$ cat config.mk
export PLATFORM = sky130hd
export DESIGN_NAME = ahb_bridge_top
export DESIGN_NICKNAME = d
export VERILOG_FILES = /design/src/hdl/ahb_bridge_pkg.sv /design/src/hdl/ahb_master.sv /design/src/hdl/ahb_sram_slave.sv /design/src/hdl/ahb_bridge_top.sv
export VERILOG_INCLUDE_DIRS = /design/src /design/src/hdl
export SDC_FILE = /design/constraint.sdc
export NUM_CORES = 2
export LEC_CHECK = 0
export CAP_MARGIN = 20
export CELL_PAD_IN_SITES_DETAIL_PLACEMENT = 0
export CELL_PAD_IN_SITES_GLOBAL_PLACEMENT = 1
export CORE_ASPECT_RATIO = 0.8
export CORE_MARGIN = 5
export CORE_UTILIZATION = 30
export CTS_CLUSTER_DIAMETER = 40
export DETAILED_ROUTE_END_ITERATION = 7
export DONT_BUFFER_PORTS = 1
export PLACE_DENSITY = 0.59
export SETUP_SLACK_MARGIN = 0.5
export SYNTH_ARGS = -nofsm -noshare
export SYNTH_HDL_FRONTEND = slang
export SYNTH_SLANG_ARGS = --single-unit
export TNS_END_PERCENT = 20
$ cat constraint.sdc
create_clock -name CLK -period 6.3 [get_ports CLK]
set_input_delay 1.26 -clock CLK [delete_from_list [all_inputs] [get_ports CLK]]
set_output_delay 1.26 -clock CLK [all_outputs]
set_load 0.02 [all_outputs]
$ cat src/hdl/ahb_bridge_defs.svh
// bus widths, sram depth and wait-state count, included by every bridge file that sizes a signal
`ifndef AHB_BRIDGE_DEFS_SVH
`define AHB_BRIDGE_DEFS_SVH

// ahb-lite bus
`define AHB_ADDR_W 32
`define AHB_DATA_W 32
`define AHB_STRB_W 4        // one enable per byte lane

// on-chip sram slave
`define SRAM_WORDS 64       // word index taken from addr[7:2]
`define SRAM_IDX_W 6        // log2 of SRAM_WORDS

// cycles HREADY is held low at the start of each data phase
// 0 to 3 are all legal
`define SRAM_WAIT_STATES 1
`define SRAM_WAIT_W 2       // counter width, covers up to 3 waits

`endif

$ cat src/hdl/ahb_bridge_pkg.sv
// shared types for the generic-bus to ahb-lite bridge, imported by the rtl and the testbench

`include "ahb_bridge_defs.svh"

package ahb_bridge_pkg;

  // one data word, seen whole or as byte lanes
  typedef union packed {
    logic [`AHB_DATA_W-1:0]      word;
    logic [`AHB_STRB_W-1:0][7:0] lanes;  // lanes[0] is bits 7:0
  } bus_word_u;

  // HTRANS encodings
  typedef enum logic [1:0] {
    IDLE   = 2'b00,
    BUSY   = 2'b01,
    NONSEQ = 2'b10,
    SEQ    = 2'b11
  } htrans_t;

  // HSIZE encodings, only up to a full word here
  typedef enum logic [2:0] {
    BYTE = 3'b000,
    HALF = 3'b001,
    WORD = 3'b010
  } hsize_t;

endpackage

$ cat src/hdl/ahb_master.sv
// ahb-lite master that turns one held generic-bus request into one NONSEQ transfer
`timescale 1ns/1ps

`include "ahb_bridge_defs.svh"

module ahb_master (
  input  logic                         CLK,
  input  logic                         nRST,
  // generic bus side
  input  logic                         ren,
  input  logic                         wen,
  input  logic [`AHB_ADDR_W-1:0]       addr,
  input  logic [`AHB_DATA_W-1:0]       wdata,
  input  logic [`AHB_STRB_W-1:0]       byte_en,
  output logic                         busy,
  output logic [`AHB_DATA_W-1:0]       rdata,
  // ahb-lite side
  output logic [`AHB_ADDR_W-1:0]       HADDR,
  output ahb_bridge_pkg::htrans_t      HTRANS,
  output logic                         HWRITE,
  output ahb_bridge_pkg::hsize_t       HSIZE,
  output logic [`AHB_DATA_W-1:0]       HWDATA,
  output logic [2:0]                   HBURST,
  output logic [3:0]                   HPROT,
  output logic                         HMASTLOCK,
  input  logic                         HREADY,
  input  logic [`AHB_DATA_W-1:0]       HRDATA
);

  import ahb_bridge_pkg::*;

  typedef enum logic {
    ST_IDLE,
    ST_DATA
  } state_t;

  state_t state, n_state;

  logic                   req;       // either strobe up
  logic [1:0]             low_idx;   // lowest enabled lane
  logic [`AHB_DATA_W-1:0] wdata_q;   // write data held for the data phase

  assign req = ren | wen;

  always_ff @(posedge CLK, negedge nRST) begin
    if (!nRST)
      state <= ST_IDLE;
    else
      state <= n_state;
  end

  // one transfer in flight, new address phase only from idle
  always_comb begin
    n_state = state;
    case (state)
      ST_IDLE: if (req) n_state = ST_DATA;
      ST_DATA: if (HREADY) n_state = ST_IDLE;  // stretched while slave waits
      default: n_state = ST_IDLE;
    endcase
  end

  // size straight from the enable pattern
  always_comb begin
    if (byte_en == 4'b1111)
      HSIZE = WORD;
    else if (byte_en == 4'b1100 || byte_en == 4'b0011)
      HSIZE = HALF;
    else
      HSIZE = BYTE;
  end

  // low address bits point at the first lane written or read
  always_comb begin
    casez (byte_en)
      4'b???1: low_idx = 2'd0;
      4'b??10: low_idx = 2'd1;
      4'b?100: low_idx = 2'd2;
      4'b1000: low_idx = 2'd3;
      default: low_idx = 2'd0;  // no lane enabled
    endcase
  end

  // address phase, combinational off the request while idle
  always_comb begin
    if (state == ST_IDLE && req) begin
      HTRANS = NONSEQ;
      HWRITE = wen & ~ren;  // read wins, as on the generic bus
      HADDR  = {addr[`AHB_ADDR_W-1:2], low_idx};
    end else begin
      HTRANS = IDLE;
      HWRITE = 1'b0;
      HADDR  = '0;
    end
  end

  // capture write data on the address-phase edge
  always_ff @(posedge CLK) begin
    if (state == ST_IDLE && req)
      wdata_q <= wdata;
  end

  assign HWDATA = wdata_q;

  // single transfers only, no lock, default protection
  assign HBURST    = 3'b000;
  assign HPROT     = 4'b0000;
  assign HMASTLOCK = 1'b0;

  // busy drops for the one cycle the data phase completes
  assign busy  = ~(HREADY & (state == ST_DATA));
  assign rdata = HRDATA;

endmodule

$ cat src/hdl/ahb_sram_slave.sv
// ahb-lite sram slave with fixed wait states and byte-lane write merge, one per bridge
`timescale 1ns/1ps

`include "ahb_bridge_defs.svh"

module ahb_sram_slave (
  input  logic                       CLK,
  input  logic                       nRST,
  input  logic [`AHB_ADDR_W-1:0]     HADDR,
  input  ahb_bridge_pkg::htrans_t    HTRANS,
  input  logic                       HWRITE,
  input  ahb_bridge_pkg::hsize_t     HSIZE,
  input  logic [`AHB_DATA_W-1:0]     HWDATA,
  output logic                       HREADY,
  output logic [`AHB_DATA_W-1:0]     HRDATA,
  output logic                       HRESP
);

  import ahb_bridge_pkg::*;

  // storage, cleared by reset
  bus_word_u mem [`SRAM_WORDS];

  // address phase capture
  logic                    dphase;    // data phase open
  logic [`SRAM_WAIT_W-1:0] wait_cnt;  // waits left before HREADY
  logic                    write_q;
  logic [`SRAM_IDX_W-1:0]  idx_q;     // word index, addr[7:2]
  logic [1:0]              low_q;     // byte offset in the word
  hsize_t                  size_q;

  logic                    sample;    // address phase accepted this edge
  logic                    done;      // final data-phase cycle
  logic [`AHB_STRB_W-1:0]  lane_mask;
  bus_word_u               old_word;
  bus_word_u               new_word;
  bus_word_u               merged;

  assign sample = (HTRANS == NONSEQ) && HREADY;
  assign done   = dphase && (wait_cnt == '0);

  // low while counting waits, high otherwise
  assign HREADY = ~dphase | (wait_cnt == '0);

  // data-phase control
  always_ff @(posedge CLK, negedge nRST) begin
    if (!nRST) begin
      dphase   <= 1'b0;
      wait_cnt <= '0;
      write_q  <= 1'b0;
    end else if (sample) begin
      dphase   <= 1'b1;
      wait_cnt <= `SRAM_WAIT_W'(`SRAM_WAIT_STATES);
      write_q  <= HWRITE;
    end else if (dphase) begin
      if (wait_cnt != '0)
        wait_cnt <= wait_cnt - 1'b1;  // still stretching
      else
        dphase <= 1'b0;  // completes on this edge
    end
  end

  // address and size kept for the data phase
  always_ff @(posedge CLK) begin
    if (sample) begin
      idx_q  <= HADDR[`SRAM_IDX_W+1:2];  // higher bits alias
      low_q  <= HADDR[1:0];
      size_q <= HSIZE;
    end
  end

  // lanes touched by the registered transfer
  always_comb begin
    case (size_q)
      WORD:    lane_mask = 4'b1111;
      HALF:    lane_mask = low_q[1] ? 4'b1100 : 4'b0011;
      BYTE:    lane_mask = 4'b0001 << low_q;
      default: lane_mask = 4'b0000;
    endcase
  end

  // merge the enabled lanes over the stored word
  always_comb begin
    old_word      = mem[idx_q];
    new_word.word = HWDATA;
    merged        = old_word;
    for (int i = 0; i < `AHB_STRB_W; i++) begin
      if (lane_mask[i])
        merged.lanes[i] = new_word.lanes[i];
    end
  end

  // write lands on the closing edge of the data phase
  always_ff @(posedge CLK, negedge nRST) begin
    if (!nRST) begin
      for (int i = 0; i < `SRAM_WORDS; i++)
        mem[i] <= '0;
    end else if (done && write_q) begin
      mem[idx_q] <= merged;
    end
  end

  // read word valid only in the completing cycle
  assign HRDATA = (done && !write_q) ? old_word.word : '0;

  // no error path, always OKAY
  assign HRESP = 1'b0;

endmodule

$ cat src/hdl/ahb_bridge_top.sv
// bridge top, generic bus in, ahb-lite master driving one sram slave inside
`timescale 1ns/1ps

`include "ahb_bridge_defs.svh"

module ahb_bridge_top (
  input  logic                   CLK,
  input  logic                   nRST,
  input  logic                   ren,
  input  logic                   wen,
  input  logic [`AHB_ADDR_W-1:0] addr,
  input  logic [`AHB_DATA_W-1:0] wdata,
  input  logic [`AHB_STRB_W-1:0] byte_en,
  output logic                   busy,
  output logic [`AHB_DATA_W-1:0] rdata
);

  import ahb_bridge_pkg::*;

  // ahb-lite wires between master and slave
  logic [`AHB_ADDR_W-1:0] haddr;
  htrans_t                htrans;
  logic                   hwrite;
  hsize_t                 hsize;
  logic [`AHB_DATA_W-1:0] hwdata;
  logic                   hready;
  logic [`AHB_DATA_W-1:0] hrdata;

  ahb_master ahb_master_inst (
    .CLK       (CLK),
    .nRST      (nRST),
    .ren       (ren),
    .wen       (wen),
    .addr      (addr),
    .wdata     (wdata),
    .byte_en   (byte_en),
    .busy      (busy),
    .rdata     (rdata),
    .HADDR     (haddr),
    .HTRANS    (htrans),
    .HWRITE    (hwrite),
    .HSIZE     (hsize),
    .HWDATA    (hwdata),
    .HBURST    (),        // fixed single, slave ignores it
    .HPROT     (),
    .HMASTLOCK (),
    .HREADY    (hready),
    .HRDATA    (hrdata)
  );

  ahb_sram_slave ahb_sram_slave_inst (
    .CLK    (CLK),
    .nRST   (nRST),
    .HADDR  (haddr),
    .HTRANS (htrans),
    .HWRITE (hwrite),
    .HSIZE  (hsize),
    .HWDATA (hwdata),
    .HREADY (hready),
    .HRDATA (hrdata),
    .HRESP  ()             // always OKAY, master has no error path
  );

endmodule

==> summary.txt <==
Status
  – Status: finished clean

Power
  – Maximum VDD drop: 0.000322 V
  – PD cells: 440 nW/um2
  – Psw: 0.0172 W
  – Clock network power share: 40.1%
  – Pint: 0.0316 W
  – Sw Share: 35.2%
  – Total power: 0.0488 W
  – Leakage: 48.5 nW
  – Sequential Power Share: 35.0%
  – Combinational share of power: 24.9%

Clock network
  – CTS tree: done
  – Clock Path Buffers: 4
  – Clock slew at reported path FFs: 0.06 ns
  – Root buffer cell: clkbuf_16
  – Hold Buf Count CTS: 0
  – Clock sink count: 2,095
  – Skew-Pair Late Insertion Delay: 0.89 ns
  – CTS Buf Count: 344
  – Htree depth: 5

Worst setup path
  – Reg2reg setup slack: 1.63 ns
  – CP delay by family, top: simple AND/OR/NAND/NOR gates
  – CP max-delay cell: nor4_1
  – Worst Path Buf+Inv: 2
  – Critical path class: flip-flop to primary output
  – CP required: 5.04 ns
  – Slowest cell delay on critical path: 0.82 ns
  – Crit-path max FO: 14
  – Endpoint class of the critical path: primary output
  – Critical path cell sequence: buf_4, nand2_1, or3_2, o22ai_1, nor4_1, nand4_1, nor2_1, buf_4, nor2_1
  – CP Launch Type: flip-flop
  – Worst path arrival time: 4.69 ns

Logic synthesis
  – Primary FF master, synth: dfrtp_1
  – Syn Inst Count: 8,738
  – Ys Warns: 0
  – Mapped Nets: 8,811
  – Ys async rst share: 98.0%
  – EDFF count, synth: 42
  – Post-Syn Area: 92,900 um2
  – Post-synth cell types: 80
  – Syn avg cell area: 10.6 um2
  – Sequential area share after synthesis: 56.6%
  – Yosys reg bits: 2,095

STA
  – Setup TNS: 0 ns
  – Final setup viols: 0
  – Final Hold Violating Endpoints: 0
  – Clk_skew: 0.0528 ns
  – Final worst path period share: 94.5%
  – Final setup margin: 0.347 ns
  – RSZ-0062 raised after global routing: true
  – Fmax: 168 MHz
  – Worst-Margin Slew: 1.31 ns
  – Slew margin rel.: 12.9%
  – Fin. max-slew vios: 0
  – Final min period: 5.95 ns

Drt
  – DRT Wirelength: 397,000 um
  – DR iter-0 viols: 7,812
  – Via/cell ratio: 5.64
  – Post-DRT Antenna Nets: 0
  – Residual DRC: 0
  – Drt pass-1 iters: 6
  – Total number of vias: 73,654
  – Routed length per instance: 30.4 um

Finish
  – Sequential Area: 52,600 um2
  – Commonest cells after routing, fill and taps aside: dfrtp_1, nand2_1, o21ai_0
  – Layout cells sized above 1: 22.3%
  – Fill count: 30,428
  – Area of the multi-input gates: 36,800 um2
  – Commonest non-fill, non-tap cell in the layout: dfrtp_1
  – # nets final: 8,704
  – Area added between synthesis and finish: 19.4%

Placed design
  – Worst slack, placed: 0.698 ns
  – GPL Wtd Cong: 0.836
  – PortBufs: 0
  – Post-DP HPWL: 238,000 um

Min path
  – Hold WC Path Type: primary input to async pin

Die
  – Die area: 321,000 um2
  – Die X: 632 um
  – CORE AREA: 308,000 um2
  – Initial core utilization: 30.2%
  – Die height: 508 um
  – Num ports: 105
  – FP Rows: 182

Global routing
  – Largest net degree at the start of global routing: 257
  – Initial antenna violation count: 25
  – GRT overflow: 0
  – Vias in the first global route: 70,898
  – Global-route usage over all layers: 24.2%
  – Global-route wire length before repair: 559,000 um

Run
  – Max cap viols: 0
[through the flow]
step           hold slack, ns  utilization, %  cells  cell area [um2]
2_1_floorplan           0.440               -   8738            92900
3_3_place_gp            0.455            31.9  12377            98200
3_5_place_dp            0.462            31.9  12383            98300
4_1_cts                0.0216            36.0  13043           111000
5_1_grt                0.0350            36.0  13052           111000
6_report               0.0778            36.0  13070           111000
[repair_timing]
item                       4_1_cts  5_1_grt
setup endpoints to repair       32       19
setup buffers                   32        0
resized for setup               18        6
gates cloned                     2        0
pin swaps                        3        1
[cells by family (layout without fill, tap and decap cells)]
group / Yosys count / count (layout) / synth area share [%]
and+or+nand+nor: 2214 / 2215 / 10.6
adders and majority gates: 1 / 1 / 0.0135
other: 0 / 19 / 0
muxes: 798 / 798 / 10.2
DFF: 2095 / 2095 / 56.6
AOI/OAI and AO/OA: 2732 / 2732 / 17.9
buffers and inverters: 898 / 1070 / 4.61
[metal layers]
metal  GRT usage, %  vias to the layer above  share of wire, %
met5              0                        -             0.016
met4           9.32                        6               4.3
met3           5.76                      776               9.3
met2           35.3                     3467                42
met1           34.5                    38110                44
li1               -                    31295                 -
[power by group through the flow]
| stage | registers [W] | clock network, W | logic [W] |
|---|---|---|---|
| 2_1_floorplan | 0.0169 | 0 | 0.00678 |
| 3_3_place_gp | 0.0172 | 0 | 0.0114 |
| 3_5_place_dp | 0.0173 | 0 | 0.0116 |
| 4_1_cts | 0.0171 | 0.0198 | 0.0119 |
| 5_1_grt | 0.0174 | 0.0204 | 0.0128 |
| 6_report | 0.0171 | 0.0196 | 0.0121 |
[cells in the mapped netlist, drive strengths merged, types with 23 or more instances]
master,n,share of area (%)
clkbuf,543,2.2
a21oi,188,1.0
nor4,23,0.18
o22ai,194,1.3
nor3,52,0.28
or3b,77,0.73
nor2,142,0.60
buf,345,2.3
a22o,54,0.51
nand2b,23,0.15
mux2,649,7.9
nand2,1589,6.4
a22oi,398,3.2
a221oi,189,1.8
mux4,52,1.3
dfrtp,2053,55
a2111oi,38,0.36
o21ai,1497,8.1
nand3b,86,0.69
mux2i,97,1.0
edfxtp,42,1.4
nand3,94,0.51
[layout make-up]
class | instances | area share [%]
sequential | 2095 | 47.4
multi-input combinational | 5746 | 33.2
clock buffer | 410 | 8.46
tap | 4140 | 4.67
timing repair buffer | 434 | 3.84
clock inverter | 216 | 2.33
antenna | 19 | 0.0429
inverter | 10 | 0.0406
[sequential cells by signal, indices dropped and copies added, names as in the netlist]
| register | count |
|---|---|
| ahb_master_inst.state | 1 |
| ahb_sram_slave_inst.idx_q | 6 |
| ahb_master_inst.HWDATA | 32 |
| ahb_sram_slave_inst.dphase | 1 |
| ahb_sram_slave_inst.write_q | 1 |
| ahb_sram_slave_inst.low_q | 2 |
| ahb_sram_slave_inst.size_q | 2 |
| ahb_sram_slave_inst.mem | 2048 |
| ahb_sram_slave_inst.wait_cnt | 2 |
[path summary, 6_finish.rpt]
| path | startpoint | endpoint | depth (start not counted) |
|---|---|---|---|
| worst min register to register | ahb_sram_slave_inst.wait_cnt[0] | ahb_sram_slave_inst.wait_cnt[0] | 1 |
| min in group CLK | wdata[17] | ahb_master_inst.HWDATA[17] | 0 |
| worst max register to register | ahb_sram_slave_inst.idx_q[1] | ahb_sram_slave_inst.mem[1074] | 11 |
| max in group asynchronous | nRST | ahb_sram_slave_inst.mem[1228] | 5 |
| worst min-delay path | nRST | ahb_sram_slave_inst.mem[457] | 0 |
| worst max-delay path | ahb_sram_slave_inst.idx_q[5] | rdata[27] | 9 |
Power figures use the tool's default switching activity.
